===== config.mk =====
export PLATFORM = sky130hd
export DESIGN_NAME = gpio_lite
export DESIGN_NICKNAME = d
export VERILOG_FILES = /design/src/hdl/apb_pkg.sv /design/src/hdl/gpio_reg_pkg.sv /design/src/hdl/gpio_apb_port.sv /design/src/hdl/gpio_regfile.sv /design/src/hdl/gpio_pin_sync.sv /design/src/hdl/gpio_edge_irq.sv /design/src/hdl/gpio_lite.sv
export SDC_FILE = /design/constraint.sdc
export NUM_CORES = 1
export LEC_CHECK = 0
export ABC_AREA = 1
export BUFFER_PORTS_ARGS = -buffer_cell sky130_fd_sc_hd__clkbuf_2
export CORE_MARGIN = 8
export CORE_UTILIZATION = 45
export DETAILED_ROUTE_END_ITERATION = 6
export GPL_TIMING_DRIVEN = 0
export PLACE_DENSITY = 0.66
export SKIP_CTS_REPAIR_TIMING = 1
export SLEW_MARGIN = 25
export SYNTH_ARGS = -nofsm -noshare
export SYNTH_HDL_FRONTEND = slang
export SYNTH_SLANG_ARGS = --single-unit

===== constraint.sdc =====
create_clock -name pclk -period 1.2 [get_ports pclk]
set_clock_uncertainty 0.1 [all_clocks]
set_input_delay 0.24 -clock pclk [delete_from_list [all_inputs] [get_ports pclk]]
set_output_delay 0.24 -clock pclk [all_outputs]
set_load 0.05 [all_outputs]

===== src/hdl/apb_pkg.sv =====
// apb bus widths and the master request struct
`default_nettype none

package apb_pkg;

   // ----------------------------------------
   // bus widths
   // ----------------------------------------
   localparam int apb_addr_w = 6;    // byte address, 64 byte window
   localparam int apb_data_w = 32;   // amba rev 2 data bus

   // ----------------------------------------
   // master driven signals, one bundle
   // ----------------------------------------
   typedef struct packed {
      logic                  sel;     // psel, slave selected
      logic                  enable;  // penable, high in access phase
      logic                  write;   // pwrite, 1 = write
      logic [apb_addr_w-1:0] addr;    // paddr
      logic [apb_data_w-1:0] wdata;   // pwdata
   } apb_req_t;                       // 41 bits

endpackage

`default_nettype wire


===== src/hdl/gpio_reg_pkg.sv =====
// gpio pin count, register map, register select enum, access and config structs, id value
`default_nettype none

package gpio_reg_pkg;

   localparam int num_pins = 16;  // io pins served

   // ----------------------------------------
   // register byte offsets
   // ----------------------------------------
   localparam logic [apb_pkg::apb_addr_w-1:0] off_data_out   = 6'h00;  // rw
   localparam logic [apb_pkg::apb_addr_w-1:0] off_dir        = 6'h04;  // rw, 1 = output
   localparam logic [apb_pkg::apb_addr_w-1:0] off_pin_in     = 6'h08;  // ro
   localparam logic [apb_pkg::apb_addr_w-1:0] off_int_en     = 6'h0C;  // rw
   localparam logic [apb_pkg::apb_addr_w-1:0] off_int_type   = 6'h10;  // rw, 1 = rising
   localparam logic [apb_pkg::apb_addr_w-1:0] off_int_status = 6'h14;  // read, w1c
   localparam logic [apb_pkg::apb_addr_w-1:0] off_id         = 6'h18;  // ro

   // block id, upper half tags the family, low half the pin count
   localparam logic [apb_pkg::apb_data_w-1:0] gpio_id = 32'h6A10_0016;

   // decoded register, sel_none for holes in the map
   typedef enum logic [2:0] {
      sel_none,
      sel_data_out,
      sel_dir,
      sel_pin_in,
      sel_int_en,
      sel_int_type,
      sel_int_status,
      sel_id
   } reg_sel_e;

   // ----------------------------------------
   // one register access, valid one cycle
   // ----------------------------------------
   typedef struct packed {
      logic                wr;     // access phase of a write
      logic                rd;     // setup phase of a read
      reg_sel_e            sel;    // target register
      logic [num_pins-1:0] wdata;  // low half of pwdata
   } reg_access_t;                 // 21 bits

   // software configuration, held in the regfile
   typedef struct packed {
      logic [num_pins-1:0] data_out;  // pin output value
      logic [num_pins-1:0] dir;       // 1 = drive pin
      logic [num_pins-1:0] int_en;    // per pin irq enable
      logic [num_pins-1:0] int_type;  // 1 = rising, 0 = falling
   } gpio_cfg_t;                      // 64 bits

endpackage

`default_nettype wire


===== src/hdl/gpio_apb_port.sv =====
// apb slave port: address decode, access strobes, read mux and registered read data
`timescale 1ns/1ps
`default_nettype none

module gpio_apb_port
(
   input  wire                                   pclk,
   input  wire                                   arst_n,
   input  wire apb_pkg::apb_req_t                apb_req,     // from master
   input  wire gpio_reg_pkg::gpio_cfg_t          cfg,         // config readback
   input  wire [gpio_reg_pkg::num_pins-1:0]      pin_sync,    // synchronized pins
   input  wire [gpio_reg_pkg::num_pins-1:0]      int_status,  // sticky irq bits
   output gpio_reg_pkg::reg_access_t             access,      // strobe to regs
   output logic [apb_pkg::apb_data_w-1:0]        prdata       // registered read data
);

   gpio_reg_pkg::reg_sel_e                 sel;      // decoded register
   logic [gpio_reg_pkg::num_pins-1:0]      rd_val;   // selected pin wide value
   logic [apb_pkg::apb_data_w-1:0]         rd_word;  // padded to bus width

   // ----------------------------------------
   // address decode
   // ----------------------------------------
   always_comb
   begin
      case (apb_req.addr)
         gpio_reg_pkg::off_data_out:   sel = gpio_reg_pkg::sel_data_out;
         gpio_reg_pkg::off_dir:        sel = gpio_reg_pkg::sel_dir;
         gpio_reg_pkg::off_pin_in:     sel = gpio_reg_pkg::sel_pin_in;
         gpio_reg_pkg::off_int_en:     sel = gpio_reg_pkg::sel_int_en;
         gpio_reg_pkg::off_int_type:   sel = gpio_reg_pkg::sel_int_type;
         gpio_reg_pkg::off_int_status: sel = gpio_reg_pkg::sel_int_status;
         gpio_reg_pkg::off_id:         sel = gpio_reg_pkg::sel_id;
         default:                      sel = gpio_reg_pkg::sel_none;  // hole in map
      endcase
   end

   // rd in setup, wr in access; ro targets simply have no writer
   assign access.rd    = apb_req.sel & ~apb_req.enable & ~apb_req.write;
   assign access.wr    = apb_req.sel &  apb_req.enable &  apb_req.write;
   assign access.sel   = sel;
   assign access.wdata = apb_req.wdata[gpio_reg_pkg::num_pins-1:0];  // upper bits dropped

   // ----------------------------------------
   // read mux
   // ----------------------------------------
   always_comb
   begin
      case (sel)
         gpio_reg_pkg::sel_data_out:   rd_val = cfg.data_out;
         gpio_reg_pkg::sel_dir:        rd_val = cfg.dir;
         gpio_reg_pkg::sel_pin_in:     rd_val = pin_sync;
         gpio_reg_pkg::sel_int_en:     rd_val = cfg.int_en;
         gpio_reg_pkg::sel_int_type:   rd_val = cfg.int_type;
         gpio_reg_pkg::sel_int_status: rd_val = int_status;
         default:                      rd_val = '0;
      endcase
      rd_word = '0;                                   // upper half reads 0
      rd_word[gpio_reg_pkg::num_pins-1:0] = rd_val;
      if (sel == gpio_reg_pkg::sel_id)
         rd_word = gpio_reg_pkg::gpio_id;             // only full width register
   end

   // captured at end of setup, stable through access
   always_ff @(posedge pclk or negedge arst_n)
   begin
      if (!arst_n)
         prdata <= '0;
      else if (access.rd)
         prdata <= rd_word;
   end

endmodule

`default_nettype wire


===== src/hdl/gpio_regfile.sv =====
// gpio configuration registers and pin output / output enable drive
`timescale 1ns/1ps
`default_nettype none

module gpio_regfile
(
   input  wire                                   pclk,
   input  wire                                   arst_n,
   input  wire gpio_reg_pkg::reg_access_t        access,            // from apb port
   input  wire [gpio_reg_pkg::num_pins-1:0]      tri_state_enable,  // test mode, forces z
   output gpio_reg_pkg::gpio_cfg_t               cfg,               // to readback and irq
   output logic [gpio_reg_pkg::num_pins-1:0]     gpio_pin_out,      // to pads
   output logic [gpio_reg_pkg::num_pins-1:0]     n_gpio_pin_oe      // active low oe
);

   logic [gpio_reg_pkg::num_pins-1:0] data_out_q;  // pin value
   logic [gpio_reg_pkg::num_pins-1:0] dir_q;       // 1 = output
   logic [gpio_reg_pkg::num_pins-1:0] int_en_q;    // irq enable
   logic [gpio_reg_pkg::num_pins-1:0] int_type_q;  // edge select

   // ----------------------------------------
   // register writes
   // ----------------------------------------
   always_ff @(posedge pclk or negedge arst_n)
   begin
      if (!arst_n)
      begin
         data_out_q <= '0;
         dir_q      <= '0;   // all inputs out of reset
         int_en_q   <= '0;
         int_type_q <= '0;
      end
      else if (access.wr)
      begin
         // one target per access, others hold
         case (access.sel)
            gpio_reg_pkg::sel_data_out: data_out_q <= access.wdata;
            gpio_reg_pkg::sel_dir:      dir_q      <= access.wdata;
            gpio_reg_pkg::sel_int_en:   int_en_q   <= access.wdata;
            gpio_reg_pkg::sel_int_type: int_type_q <= access.wdata;
            default: ;  // ro, w1c or unmapped, not ours
         endcase
      end
   end

   // config bundle out
   assign cfg.data_out = data_out_q;
   assign cfg.dir      = dir_q;
   assign cfg.int_en   = int_en_q;
   assign cfg.int_type = int_type_q;

   // ----------------------------------------
   // pad drive
   // ----------------------------------------
   assign gpio_pin_out  = data_out_q;                  // value always presented
   assign n_gpio_pin_oe = ~(dir_q & ~tri_state_enable); // test mode wins over dir

endmodule

`default_nettype wire


===== src/hdl/gpio_pin_sync.sv =====
// two flop pin input synchronizer with a delayed copy for edge detection
`timescale 1ns/1ps
`default_nettype none

module gpio_pin_sync
(
   input  wire                                   pclk,
   input  wire                                   arst_n,
   input  wire [gpio_reg_pkg::num_pins-1:0]      pin_in,    // async from pads
   output logic [gpio_reg_pkg::num_pins-1:0]     pin_sync,  // safe to use
   output logic [gpio_reg_pkg::num_pins-1:0]     pin_prev   // pin_sync one cycle ago
);

   logic [gpio_reg_pkg::num_pins-1:0] pin_meta;  // first stage, may go metastable

   // ----------------------------------------
   // meta -> sync -> prev
   // ----------------------------------------
   always_ff @(posedge pclk or negedge arst_n)
   begin
      if (!arst_n)
      begin
         pin_meta <= '0;
         pin_sync <= '0;
         pin_prev <= '0;
      end
      else
      begin
         pin_meta <= pin_in;
         pin_sync <= pin_meta;   // readable after 2 edges
         pin_prev <= pin_sync;   // history for edge compare
      end
   end

endmodule

`default_nettype wire


===== src/hdl/gpio_edge_irq.sv =====
// per pin edge detect, sticky interrupt status with write 1 to clear, combined interrupt
`timescale 1ns/1ps
`default_nettype none

module gpio_edge_irq
(
   input  wire                                   pclk,
   input  wire                                   arst_n,
   input  wire gpio_reg_pkg::reg_access_t        access,      // w1c writes
   input  wire gpio_reg_pkg::gpio_cfg_t          cfg,         // int_en, int_type
   input  wire [gpio_reg_pkg::num_pins-1:0]      pin_sync,    // current value
   input  wire [gpio_reg_pkg::num_pins-1:0]      pin_prev,    // last value
   output logic [gpio_reg_pkg::num_pins-1:0]     int_status,  // sticky bits
   output logic                                  gpio_int     // to interrupt ctrl
);

   logic [gpio_reg_pkg::num_pins-1:0] rise;      // 0 -> 1
   logic [gpio_reg_pkg::num_pins-1:0] fall;      // 1 -> 0
   logic [gpio_reg_pkg::num_pins-1:0] edge_hit;  // selected edge, enabled
   logic [gpio_reg_pkg::num_pins-1:0] clr_mask;  // bits written with 1

   // ----------------------------------------
   // edge detect
   // ----------------------------------------
   assign rise = pin_sync & ~pin_prev;
   assign fall = ~pin_sync & pin_prev;

   // int_type picks polarity per pin
   assign edge_hit = ((cfg.int_type & rise) | (~cfg.int_type & fall)) & cfg.int_en;

   assign clr_mask = (access.wr && access.sel == gpio_reg_pkg::sel_int_status)
                     ? access.wdata : '0;

   // ----------------------------------------
   // sticky status
   // ----------------------------------------
   always_ff @(posedge pclk or negedge arst_n)
   begin
      if (!arst_n)
         int_status <= '0;
      else
         int_status <= (int_status & ~clr_mask) | edge_hit;  // new edge beats clear
   end

   // masked status, so disabling a pin also drops its request
   assign gpio_int = |(int_status & cfg.int_en);

endmodule

`default_nettype wire


===== src/hdl/gpio_lite.sv =====
// gpio top level: apb port, config registers, pin synchronizer and edge interrupt block
`timescale 1ns/1ps
`default_nettype none

module gpio_lite
(
   input  wire                                   pclk,              // apb clock
   input  wire                                   arst_n,            // async, active low
   input  wire apb_pkg::apb_req_t                apb_req,           // psel .. pwdata
   output wire [apb_pkg::apb_data_w-1:0]         prdata,            // read data
   input  wire [gpio_reg_pkg::num_pins-1:0]      gpio_pin_in,       // from pads
   input  wire [gpio_reg_pkg::num_pins-1:0]      tri_state_enable,  // test mode oe kill
   output wire                                   gpio_int,          // combined irq
   output wire [gpio_reg_pkg::num_pins-1:0]      n_gpio_pin_oe,     // to pads, active low
   output wire [gpio_reg_pkg::num_pins-1:0]      gpio_pin_out       // to pads
);

   gpio_reg_pkg::reg_access_t          access;      // bus strobes
   gpio_reg_pkg::gpio_cfg_t            cfg;         // software config
   wire [gpio_reg_pkg::num_pins-1:0]   pin_sync;    // synchronized pins
   wire [gpio_reg_pkg::num_pins-1:0]   pin_prev;    // one cycle older
   wire [gpio_reg_pkg::num_pins-1:0]   int_status;  // sticky irq bits

   // ----------------------------------------
   // bus side
   // ----------------------------------------
   gpio_apb_port gpio_apb_port_i (
      .pclk       (pclk),
      .arst_n     (arst_n),
      .apb_req    (apb_req),
      .cfg        (cfg),
      .pin_sync   (pin_sync),
      .int_status (int_status),
      .access     (access),
      .prdata     (prdata)
   );

   gpio_regfile gpio_regfile_i (
      .pclk             (pclk),
      .arst_n           (arst_n),
      .access           (access),
      .tri_state_enable (tri_state_enable),
      .cfg              (cfg),
      .gpio_pin_out     (gpio_pin_out),
      .n_gpio_pin_oe    (n_gpio_pin_oe)
   );

   // ----------------------------------------
   // pin side
   // ----------------------------------------
   gpio_pin_sync gpio_pin_sync_i (
      .pclk     (pclk),
      .arst_n   (arst_n),
      .pin_in   (gpio_pin_in),
      .pin_sync (pin_sync),
      .pin_prev (pin_prev)
   );

   gpio_edge_irq gpio_edge_irq_i (
      .pclk       (pclk),
      .arst_n     (arst_n),
      .access     (access),
      .cfg        (cfg),
      .pin_sync   (pin_sync),
      .pin_prev   (pin_prev),
      .int_status (int_status),
      .gpio_int   (gpio_int)
   );

endmodule

`default_nettype wire


==> tab_implementation.tex, run 1 <==
\begin{tabular}{lr}
\hline
Metric & Value \\
\hline
\multicolumn{2}{l}{\textbf{Run status}} \\
\quad Outcome & complete, but fails checks \\
\quad Failing checks & negative setup slack \\
\multicolumn{2}{l}{\textbf{Setup path}} \\
\quad Maximum single-stage delay on the critical path & 0.41 ns \\
\quad Largest fanout on the critical path & 4 \\
\quad Data required time of the worst path & 0.86 ns \\
\quad Type of the worst setup path & reg2out \\
\quad Kind of end point of the critical path & output port \\
\quad Arrival time of data at the critical path endpoint & 1.64 ns \\
\quad Category of the worst setup path launch point & flip-flop \\
\quad Crit path cell chain & nand2\_1, o21ai\_0, a211oi\_2, nand4\_1, buf\_6 \\
\quad Slowest-stage cell, CP & dfrtp\_1 \\
\multicolumn{2}{l}{\textbf{CTS}} \\
\quad Clock root buffer & clkbuf\_16 \\
\quad CTS clock-pin slew for the worst setup and hold paths & 0.06 ns \\
\quad Number of levels in the clock H-tree & 4 \\
\quad CTS tree & done \\
\quad Clk buf depth & 2 \\
\quad Worst-skew pair later-pin latency & 0.43 ns \\
\quad Number of sinks handled by clock tree synthesis & 145 \\
\quad Total CTS buffers & 17 \\
\multicolumn{2}{l}{\textbf{Die}} \\
\quad Row Count & 44 \\
\quad Initial Util & 45.9\% \\
\quad DIE HEIGHT & 137 µm \\
\quad Area enclosed by the die boundary & 0.0189 mm² \\
\quad Number of top-level pins & 140 \\
\quad Die X & 137 µm \\
\quad Core Box Area & 0.0145 mm² \\
\multicolumn{2}{l}{\textbf{Detailed routing}} \\
\quad Sum of routed wire segments on met1 & 8600 µm \\
\quad Met3 wire len & 1310 µm \\
\quad Top routing layer in use & met4 \\
\quad Routed met2 length & 8630 µm \\
\quad Aggregate routed wire length & 18,900 µm \\
\quad Wirelength per Cell & 16.1 µm \\
\quad Drt drc & 0 \\
\quad Routed via count & 5,786 \\
\quad First-iteration detailed-routing DRC count & 446 \\
\quad DR vias/cell & 4.92 \\
\quad Remaining number of nets flagged by the antenna check after routing & 0 \\
\quad Length of the first detailed-routing pass in iterations & 6 \\
\multicolumn{2}{l}{\textbf{Cells and area}} \\
\quad Register name with the most flops & gpio\_apb\_port\_i.prdata \\
\quad Antenna diode count & 0 \\
\quad Most common library cell in the layout ignoring fill and taps & nand2\_1 \\
\quad Final Net Count & 1,054 \\
\quad Area delta synth->final & 39.6\% \\
\quad Final Util & 64.1\% \\
\quad Post-layout instance count excluding filler cells & 1,176 \\
\quad Fill cell instance count of the final layout & 1,205 \\
\quad Share of cells above drive strength 1 & 31.5\% \\
\quad Number of flip-flops under the largest register name & 17 \\
\quad Highest-count cells in the layout ignoring fill and taps & nand2\_1 (184), dfrtp\_1 (143), inv\_1 (70), nor2\_1 (70), buf\_4 (63) \\
\multicolumn{2}{l}{\textbf{Synthesis}} \\
\quad Post-synthesis area per instance & 8.55 µm² \\
\quad Number of synthesized register bits & 145 \\
\quad Number of different library cells in the post-synthesis netlist & 28 \\
\quad Warnings, synthesis & 0 \\
\quad Cell count after synthesis & 777 \\
\quad Sequential cell area fraction in the yosys report & 54.6\% \\
\quad Post-synthesis cell area & 0.00664 mm² \\
\multicolumn{2}{l}{\textbf{Placed design}} \\
\quad Cell total after placement & 1,085 \\
\quad Count of input and output buffers & 112 \\
\quad Hpwl dp & 13,600 µm \\
\quad Post-placement worst setup slack & -0.459 ns \\
\quad Weighted congestion at the end of routability-driven global placement & 0.913 \\
\multicolumn{2}{l}{\textbf{STA}} \\
\quad Final count of hold timing violations & 0 \\
\quad Maximum operating frequency & 506 MHz \\
\quad Final setup vio count & 55 \\
\quad Final min period & 1.98 ns \\
\quad Post-route clock period utilization & 165\% \\
\quad Final critical-path setup slack & -0.778 ns \\
\quad Total Neg Setup Slack & -11.94 ns \\
\quad Number of max-slew violations in the final report & 0 \\
\quad Setup repair after global routing missed its margin & yes \\
\multicolumn{2}{l}{\textbf{Power and ir drop}} \\
\quad Highest ir drop seen on vdd & 1.05 mV \\
\quad Static leakage power & 4.61 nW \\
\quad Total design power & 12.1 mW \\
\quad Cell area power density & 1300 mW/mm² \\
\multicolumn{2}{l}{\textbf{Global route}} \\
\quad Initial antenna violation count & 0 \\
\quad Combined global-route utilization of all metal layers & 19.8\% \\
\quad First-pass GRT wire length & 28,500 µm \\
\quad Maximum number of pins on one net before global-route repair & 59 \\
\quad Vias in the first global route & 5,301 \\
\quad Remaining global-route overflow & 0 \\
\multicolumn{2}{l}{\textbf{Run}} \\
\quad Number of max-cap violations & 0 \\
\multicolumn{2}{l}{\textbf{Worst hold path}} \\
\quad HP Class & in2reg \\
\hline
\end{tabular}
## routing by layer
| layer | vias up | global-route usage (%) |
|---|---|---|
| met5 | - | 0 |
| met4 | 0 | 7.00 |
| met3 | 32 | 4.08 |
| met2 | 215 | 29.2 |
| met1 | 2672 | 28.2 |
| li1 | 2867 | - |
## critical path: cells and delay by family, from the launching register on
| kind | cells | cell delay, ns |
|---|---|---|
| AO/OA/AOI/OAI | 2 | 0.29 |
| AND/OR/NAND/NOR | 2 | 0.30 |
| buffers and inverters | 1 | 0.20 |
| flip-flops | 1 | 0.41 |
## report_power, final
part	switching, mW	total [mW]	internal, mW
sequential	0.203	5.34	5.14
combinational	1.12	1.89	0.768
clock	2.09	4.85	2.77
## cells in the mapped netlist
master      n  area, µm²
o31ai_1     1       7.51
o21a_1      1       7.51
o21ai_2    10       87.6
buf_4      39        293
nor2_2      5       31.3
nand4_2     2       25.0
nand3_1    34        170
nand3_2     3       30.0
nand3b_1    4       30.0
inv_1      79        297
o21ai_0    54        270
nor2_4      3       33.8
a22o_1      2       17.5
clkbuf_1    4       15.0
o21ai_1    43        215
conb_1      1       3.75
buf_6       3       33.8
nand4_1    28        175
or2_2      10       62.6
and3_1      1       6.26
a21oi_1    19       95.1
nor3_2      1       10.0
buf_2      14       70.1
nand2_1   191        717
dfrtp_1   145       3630
nor2_1     77        289
a211oi_1    1       7.51
nand2_2     2       12.5
## cells by family (layout without fill, tap and decap cells)
logic type	count (synthesis)	after routing	synth area share (%)
AOI/OAI and AO/OA	131	131	10.7
and+or+nand+nor	361	361	24.0
buffers and inverters	139	344	10.7
DFF	145	145	54.6
other	1	11	0.0565
## metrics by stage
stage	hold slack, ns	area [µm²]
3_5_place_dp	0.0864	7620
4_1_cts	-0.369	8160
5_1_grt	0.0646	9270
6_report	0.0503	9270
2_1_floorplan	-0.156	6760
3_3_place_gp	0.231	7550
## area by class of cell
cell class	count	area, µm²	share of cell area (%)
timing repair buffer	177	1590	17.1
buffer	56	502	5.41
multi-input combinational	503	2480	26.8
clock inverter	10	78.8	0.850
sequential	145	3630	39.2
clock buffer	22	464	5.01
inverter	79	297	3.20
tap	184	230	2.48
## worst paths after layout
check	depth (start not counted)	start	slack, ns	to
max in group asynchronous	3	arst_n	0.22	gpio_regfile_i.int_en_q[10]
setup / recovery	5	gpio_regfile_i.int_en_q[14]	-0.78	gpio_int
hold reg to reg	0	gpio_pin_sync_i.pin_meta[1]	0.24	gpio_pin_sync_i.pin_sync[1]
min in group asynchronous	2	arst_n	0.19	gpio_pin_sync_i.pin_sync[4]
setup reg to reg	7	gpio_regfile_i.gpio_pin_out[13]	-0.02	gpio_apb_port_i.prdata[13]
hold / removal	3	apb_req[14]	0.05	gpio_regfile_i.dir_q[14]
(Power assumes the default switching activity.)
==> run 2: changes to the inputs <==
--- a/config.mk
+++ b/config.mk
@@ -7,11 +7,11 @@
 export LEC_CHECK = 0
 export ABC_AREA = 1
 export BUFFER_PORTS_ARGS = -buffer_cell sky130_fd_sc_hd__clkbuf_2
-export CORE_MARGIN = 8
-export CORE_UTILIZATION = 45
+export CORE_MARGIN = 2
+export CORE_UTILIZATION = 40
 export DETAILED_ROUTE_END_ITERATION = 6
 export GPL_TIMING_DRIVEN = 0
-export PLACE_DENSITY = 0.66
+export PLACE_DENSITY = 0.6
 export SKIP_CTS_REPAIR_TIMING = 1
 export SLEW_MARGIN = 25
 export SYNTH_ARGS = -nofsm -noshare
==> run 2 against run 1 <==
Compared with the run above: the flow finishes with violations (negative hold slack, negative setup slack); fmax about the same; count of clock-buffer cells in the layout decreased by 2; final cell count increased by 4.5%; non-clock buffer count increased by 18; die area decreased by 6.6%; total power increased by 3.6%; design area increased by 3.0%; sequential power about the same; utilization decreased by 5.8 points; global-route usage increased by 1.3 points; critical endpoint unchanged; largest cell class unchanged.
==> tab_implementation.tex, run 2 (synthesized netlist as in run 1, its figures left out) <==
\begin{tabular}{lr}
\hline
Metric & Value \\
\hline
\multicolumn{2}{l}{\textbf{Placed design}} \\
\quad Weighted congestion at the end of routability-driven global placement & 0.869 (-4.9\%) \\
\quad Count of input and output buffers & 112 (unchanged) \\
\quad Cell total after placement & 1,120 (+3.2\%) \\
\quad Post-placement cell area & 0.00763 mm² (+0.23\%) \\
\quad Hpwl dp & 13,100 µm (-3.1\%) \\
\multicolumn{2}{l}{\textbf{Detailed routing}} \\
\quad Wirelength per Cell & 15.4 µm (-4.2\%) \\
\quad Routed via count & 5,881 (+1.6\%) \\
\quad Aggregate routed wire length & 18,900 µm (+0.14\%) \\
\quad Remaining number of nets flagged by the antenna check after routing & 0 (unchanged) \\
\quad First-iteration detailed-routing DRC count & 477 (+7.0\%) \\
\quad Drt drc & 0 (unchanged) \\
\quad DR vias/cell & 4.79 (-2.7\%) \\
\quad Length of the first detailed-routing pass in iterations & 5 (-1) \\
\multicolumn{2}{l}{\textbf{Global route}} \\
\quad Maximum number of pins on one net before global-route repair & 77 (+31\%) \\
\quad Initial antenna violation count & 0 (unchanged) \\
\quad Vias in the first global route & 5,246 (-1.0\%) \\
\quad Remaining global-route overflow & 0 (unchanged) \\
\quad First-pass GRT wire length & 28,800 µm (+0.80\%) \\
\quad Combined global-route utilization of all metal layers & 21.2\% (+1.3 points) \\
\multicolumn{2}{l}{\textbf{Cells and area}} \\
\quad Post-layout instance count excluding filler cells & 1,229 (+4.5\%) \\
\quad Register name with the most flops & gpio\_apb\_port\_i.prdata \\
\quad Most common library cell in the layout ignoring fill and taps & nand2\_1 \\
\quad Fill cell instance count of the final layout & 1,447 (+20\%) \\
\quad Share of cells above drive strength 1 & 34.1\% (+2.6 points) \\
\quad Number of flip-flops under the largest register name & 17 (unchanged) \\
\quad Final Net Count & 1,072 (+1.7\%) \\
\quad Antenna diode count & 0 (unchanged) \\
\quad Area delta synth->final & 43.8\% \\
\quad Highest-count cells in the layout ignoring fill and taps & nand2\_1 (182), dfrtp\_1 (142), buf\_4 (74), inv\_1 (70), nor2\_1 (68) \\
\quad Fin area & 0.00955 mm² (+3.0\%) \\
\multicolumn{2}{l}{\textbf{Run status}} \\
\quad Outcome & complete, but fails checks \\
\quad Failing checks & negative hold slack, negative setup slack \\
\multicolumn{2}{l}{\textbf{STA}} \\
\quad Final critical-path setup slack & -0.777 ns (+0.000604 ns) \\
\quad Final setup vio count & 58 (+5.5\%) \\
\quad Maximum operating frequency & 506 MHz (about the same) \\
\quad Setup repair after global routing missed its margin & yes \\
\quad Post-route clock period utilization & 165\% (about the same) \\
\quad Max-slew headroom at the worst pin & 62.2\% \\
\quad Total Neg Setup Slack & -11.97 ns (-0.0311 ns) \\
\quad Final count of hold timing violations & 69 (+69) \\
\quad Hold slack & -0.285 ns (-0.335 ns) \\
\quad Slew of the pin with the lowest slew margin & 0.568 ns \\
\quad Final min period & 1.98 ns (-0.000604 ns) \\
\quad Number of max-slew violations in the final report & 0 (unchanged) \\
\multicolumn{2}{l}{\textbf{Die}} \\
\quad Area enclosed by the die boundary & 0.0177 mm² (-6.6\%) \\
\quad Die X & 133 µm (-3.4\%) \\
\quad DIE HEIGHT & 133 µm (-3.4\%) \\
\quad Initial Util & 40.5\% (-5.4 points) \\
\quad Core Box Area & 0.0164 mm² (+13\%) \\
\quad Row Count & 47 (+6.8\%) \\
\quad Number of top-level pins & 140 (unchanged) \\
\multicolumn{2}{l}{\textbf{Run}} \\
\quad Number of max-cap violations & 0 (unchanged) \\
\multicolumn{2}{l}{\textbf{CTS}} \\
\quad Worst-skew pair later-pin latency & 0.43 ns (about the same) \\
\quad Number of sinks handled by clock tree synthesis & 145 (unchanged) \\
\quad Clk buf depth & 2 (unchanged) \\
\quad Number of levels in the clock H-tree & 4 (unchanged) \\
\quad Total CTS buffers & 17 (unchanged) \\
\quad CTS clock-pin slew for the worst setup and hold paths & 0.06 ns (about the same) \\
\quad CTS tree & done \\
\quad Clock root buffer & clkbuf\_16 \\
\multicolumn{2}{l}{\textbf{Setup path}} \\
\quad Arrival time of data at the critical path endpoint & 1.64 ns (about the same) \\
\quad Category of the worst setup path launch point & flip-flop \\
\quad Largest fanout on the critical path & 4 (unchanged) \\
\quad Type of the worst setup path & reg2out \\
\quad Kind of end point of the critical path & output port \\
\quad Data required time of the worst path & 0.86 ns (about the same) \\
\multicolumn{2}{l}{\textbf{Power and ir drop}} \\
\quad Cell area power density & 1310 mW/mm² (+0.55\%) \\
\quad Static leakage power & 4.75 nW (+3.0\%) \\
\quad Highest ir drop seen on vdd & 1.02 mV (-2.7\%) \\
\quad Total design power & 12.5 mW (+3.6\%) \\
\multicolumn{2}{l}{\textbf{Worst hold path}} \\
\quad HP Class & in2async \\
\hline
\end{tabular}
==> run 2: changes by cell type in the layout (fill, tap and decap cells not counted), moves of 3 or more <==
| cell | delta |
|---|---|
| buf_4 | +11 |
| buf_6 | +7 |
| clkinvlp_4 | -3 |
| nand3_1 | -6 |
| nand3_2 | +6 |
| nor2_2 | +4 |
==> run 2: final timing paths <==
check	from	to	slack, ns	depth (start not counted)
worst max-delay path	gpio_regfile_i.int_en_q[14]	gpio_int	-0.78	5
worst min-delay path	arst_n	gpio_pin_sync_i.pin_meta[4]	-0.28	1
worst max register to register	gpio_regfile_i.gpio_pin_out[3]	gpio_apb_port_i.prdata[3]	-0.03	7
worst min register to register	gpio_pin_sync_i.pin_meta[14]	gpio_pin_sync_i.pin_sync[14]	0.24	0
max in group asynchronous	arst_n	gpio_apb_port_i.prdata[29]	0.52	2
min in group pclk	apb_req[14]	gpio_regfile_i.dir_q[14]	0.07	3
==> run 2: cell type report <==
cell class / count / area (µm²) / area share [%]
sequential: 145 / 3630 / 38.0
multi-input combinational: 503 / 2530 / 26.5
timing repair buffer: 192 / 1700 / 17.8
buffer: 59 / 541 / 5.66
clock buffer: 20 / 447 / 4.68
inverter: 79 / 297 / 3.10
tap: 220 / 275 / 2.88
clock inverter: 11 / 130 / 1.36
==> run 2: per-layer routing <==
metal | part of all wire [%] | wire length (µm) | vias up | global-route usage (%)
met3 | 5.4 | 1020 | 19 | 4.21
met2 | 45 | 8560 | 197 | 31.5
met4 | 1.2 | 232 | 0 | 5.97
li1 | - | - | 2911 | -
met1 | 48 | 9120 | 2754 | 31.5
met5 | 0 | 0 | - | 0
==> run 2: power by group <==
group,switching [mW],internal [mW]
Combinational,1.14,0.805
Sequential,0.205,5.14
Clock,2.10,3.12
==> run 2: through the flow <==
stage | utilization (%) | setup WS, ns
after floorplan | - | -0.320
after global placement | 46.3 | -3.08
final | 58.2 | -0.777
after detailed placement | 46.5 | -0.501
after global routing | 58.2 | -0.805
after CTS | 50.0 | -0.931
==> run 2: critical path, stage by stage (launching register included) <==
cell and delay, ns:
dfrtp_1 0.41, nand2_1 0.12, o21ai_1 0.10, a211oi_2 0.16, nand4_1 0.20, buf_6 0.21
==> run 3: changes to the inputs <==
--- a/config.mk
+++ b/config.mk
@@ -7,11 +7,11 @@
 export LEC_CHECK = 0
 export ABC_AREA = 1
 export BUFFER_PORTS_ARGS = -buffer_cell sky130_fd_sc_hd__clkbuf_2
-export CORE_MARGIN = 2
-export CORE_UTILIZATION = 40
+export CORE_MARGIN = 3
+export CORE_UTILIZATION = 41
 export DETAILED_ROUTE_END_ITERATION = 6
 export GPL_TIMING_DRIVEN = 0
-export PLACE_DENSITY = 0.6
+export PLACE_DENSITY = 0.61
 export SKIP_CTS_REPAIR_TIMING = 1
 export SLEW_MARGIN = 25
 export SYNTH_ARGS = -nofsm -noshare
==> run 3 against run 2 <==
Compared with the run above: the run still ends with negative hold slack, negative setup slack left; design area shrank 1.4%; critical path depth shrank 1; global-route usage shrank 0.84 points; worst hold slack got worse by 0.00096 ns; largest power group unchanged.
==> tab_implementation.tex, run 3 (synthesized netlist as in run 1, its figures left out) <==
\begin{tabular}{lr}
\hline
Metric & Value \\
\hline
\multicolumn{2}{l}{\textbf{Run status}} \\
\quad Outcome & complete, but fails checks \\
\quad Failing checks & negative hold slack, negative setup slack \\
\multicolumn{2}{l}{\textbf{Power and ir drop}} \\
\quad Static leakage power & 4.67 nW (-1.8\%) \\
\quad Highest ir drop seen on vdd & 0.973 mV (-4.9\%) \\
\quad Cell area power density & 1320 mW/mm² (+0.39\%) \\
\quad Total design power & 12.4 mW (-0.99\%) \\
\multicolumn{2}{l}{\textbf{Setup path}} \\
\quad Crit path cell chain & a22o\_1, a21oi\_1, nand4\_1, buf\_6 \\
\quad Number of buffers and inverters on the critical path & 1 (unchanged) \\
\quad Cell family contributing the most delay on the critical path & flip-flops \\
\quad Critical R2R Launch & gpio\_regfile\_i.gpio\_pin\_out[14] \\
\quad Arrival time of data at the critical path endpoint & 1.58 ns (-0.06 ns) \\
\quad Slowest-stage cell, CP & dfrtp\_1 \\
\quad Largest fanout on the critical path & 4 (unchanged) \\
\quad Reg2reg path depth & 7 (unchanged) \\
\quad Kind of end point of the critical path & output port \\
\quad Category of the worst setup path launch point & flip-flop \\
\quad Maximum single-stage delay on the critical path & 0.42 ns (about the same) \\
\quad Instance count on the critical path & 4 (-1) \\
\quad Type of the worst setup path & reg2out \\
\quad Launch point of the critical path & gpio\_regfile\_i.int\_en\_q[7] \\
\quad Data required time of the worst path & 0.86 ns (about the same) \\
\multicolumn{2}{l}{\textbf{STA}} \\
\quad Final critical-path setup slack & -0.715 ns (+0.0619 ns) \\
\quad Maximum operating frequency & 522 MHz (+3.2\%) \\
\quad Final min period & 1.92 ns (-0.0619 ns) \\
\quad Post-route clock period utilization & 160\% (-5.2 points) \\
\quad Setup repair after global routing missed its margin & yes \\
\quad Final setup vio count & 55 (-5.2\%) \\
\quad Hold slack & -0.286 ns (-0.000961 ns) \\
\quad Final count of hold timing violations & 71 (+2.9\%) \\
\quad Number of max-slew violations in the final report & 0 (unchanged) \\
\quad Slew of the pin with the lowest slew margin & 0.580 ns (+0.0125 ns) \\
\quad Max-slew headroom at the worst pin & 61.3\% (-0.83 points) \\
\multicolumn{2}{l}{\textbf{CTS}} \\
\quad Worst-skew pair later-pin latency & 0.42 ns (about the same) \\
\quad Number of levels in the clock H-tree & 4 (unchanged) \\
\quad Number of sinks handled by clock tree synthesis & 145 (unchanged) \\
\quad Total CTS buffers & 17 (unchanged) \\
\quad CTS clock-pin slew for the worst setup and hold paths & 0.06 ns (about the same) \\
\quad Clock root buffer & clkbuf\_16 \\
\quad Clk buf depth & 2 (unchanged) \\
\quad CTS tree & done \\
\multicolumn{2}{l}{\textbf{Global route}} \\
\quad Combined global-route utilization of all metal layers & 20.3\% (-0.84 points) \\
\quad Remaining global-route overflow & 0 (unchanged) \\
\quad First-pass GRT wire length & 28,000 µm (-2.6\%) \\
\quad Initial antenna violation count & 0 (unchanged) \\
\quad Vias in the first global route & 5,110 (-2.6\%) \\
\quad Maximum number of pins on one net before global-route repair & 75 (-2.6\%) \\
\multicolumn{2}{l}{\textbf{Die}} \\
\quad Number of top-level pins & 140 (unchanged) \\
\quad Die X & 133 µm (+0.32\%) \\
\quad Core Box Area & 0.0155 mm² (-5.3\%) \\
\quad Area enclosed by the die boundary & 0.0178 mm² (+0.63\%) \\
\quad Row Count & 45 (-4.3\%) \\
\quad DIE HEIGHT & 133 µm (+0.32\%) \\
\quad Initial Util & 42.7\% (+2.3 points) \\
\multicolumn{2}{l}{\textbf{Placed design}} \\
\quad Count of input and output buffers & 112 (unchanged) \\
\quad Weighted congestion at the end of routability-driven global placement & 0.909 (+4.6\%) \\
\quad Hpwl dp & 13,100 µm (-0.18\%) \\
\multicolumn{2}{l}{\textbf{Detailed routing}} \\
\quad Routed via count & 5,736 (-2.5\%) \\
\quad Wirelength per Cell & 15.5 µm (+0.86\%) \\
\quad Aggregate routed wire length & 18,800 µm (-0.78\%) \\
\quad DR vias/cell & 4.74 (-0.85\%) \\
\quad Drt drc & 0 (unchanged) \\
\quad First-iteration detailed-routing DRC count & 495 (+3.8\%) \\
\quad Length of the first detailed-routing pass in iterations & 5 (unchanged) \\
\quad Remaining number of nets flagged by the antenna check after routing & 0 (unchanged) \\
\multicolumn{2}{l}{\textbf{Cells and area}} \\
\quad Register name with the most flops & gpio\_apb\_port\_i.prdata \\
\quad Share of cells above drive strength 1 & 32.5\% (-1.6 points) \\
\quad Area delta synth->final & 41.9\% \\
\quad Antenna diode count & 0 (unchanged) \\
\quad Final Util & 60.6\% (+2.4 points) \\
\quad Highest-count cells in the layout ignoring fill and taps & nand2\_1 (183), dfrtp\_1 (142), nor2\_1 (73), inv\_1 (71) \\
\quad Number of flip-flops under the largest register name & 17 (unchanged) \\
\quad Most common library cell in the layout ignoring fill and taps & nand2\_1 \\
\quad Final Net Count & 1,060 (-1.1\%) \\
\multicolumn{2}{l}{\textbf{Worst hold path}} \\
\quad HP Class & in2async \\
\multicolumn{2}{l}{\textbf{Run}} \\
\quad Number of max-cap violations & 0 (unchanged) \\
\hline
\end{tabular}
run 3: changes by cell type in the layout (fill, tap and decap cells not counted), moves of 2 or more:
cell,before,now
nor2_1,68,73
nand3_2,11,9
nor2_4,6,8
buf_4,74,63
nor2_2,11,4
a21oi_1,16,18
a21oi_2,3,1
inv_6,3,5
run 3: metrics by stage:
step	std cells	worst slack (ns)	hold slack [ns]	cell area (µm²)	setup TNS [ns]
2_1_floorplan	787	-0.320	-0.156	6760	-0.325
3_3_place_gp	1110	-3.01	0.233	7590	-423.34
3_5_place_dp	1111	-0.531	0.194	7620	-32.48
4_1_cts	1143	-0.880	-0.254	8200	-18.01
5_1_grt	1209	-0.762	-0.232	9420	-13.84
6_report	1209	-0.715	-0.286	9420	-11.65
run 3: report_power, final:
group | total (mW) | switching [mW] | internal [mW]
sequential | 5.34 | 0.202 | 5.14
clock | 5.14 | 2.14 | 3.00
combinational | 1.91 | 1.13 | 0.779
run 3: worst paths after layout:
kind | endpoint | slack, ns
worst max register to register | gpio_apb_port_i.prdata[14] | -0.02
worst min register to register | gpio_pin_sync_i.pin_sync[1] | 0.25
worst min-delay path | gpio_pin_sync_i.pin_sync[4] | -0.29
max in group asynchronous | gpio_regfile_i.gpio_pin_out[8] | 0.54
min in group pclk | gpio_regfile_i.int_type_q[2] | 0.07
worst max-delay path | gpio_int | -0.72
run 3: worst reg2reg max path, cell delays in order (launching register included):
cell	delay [ns]
dfrtp_1	0.42
buf_4	0.16
nand4_1	0.09
nand2_1	0.06
nor2_1	0.09
nand2_1	0.09
nand2_1	0.07
nand2_1	0.05
run 3: final cells by class:
cell class	count	area (µm²)
fill	1340	6120
sequential	145	3630
multi-input combinational	503	2510
timing repair buffer	181	1610
buffer	58	529
clock buffer	20	457
inverter	79	297
tap	211	264
clock inverter	12	121
run 3: routing by layer:
layer,global-route usage [%],vias up,wire [µm]
met3,3.78,32,993
met1,31.3,2652,9340
met4,7.20,0,423
met5,0,-,0
li1,-,2872,-
met2,28.6,180,8020
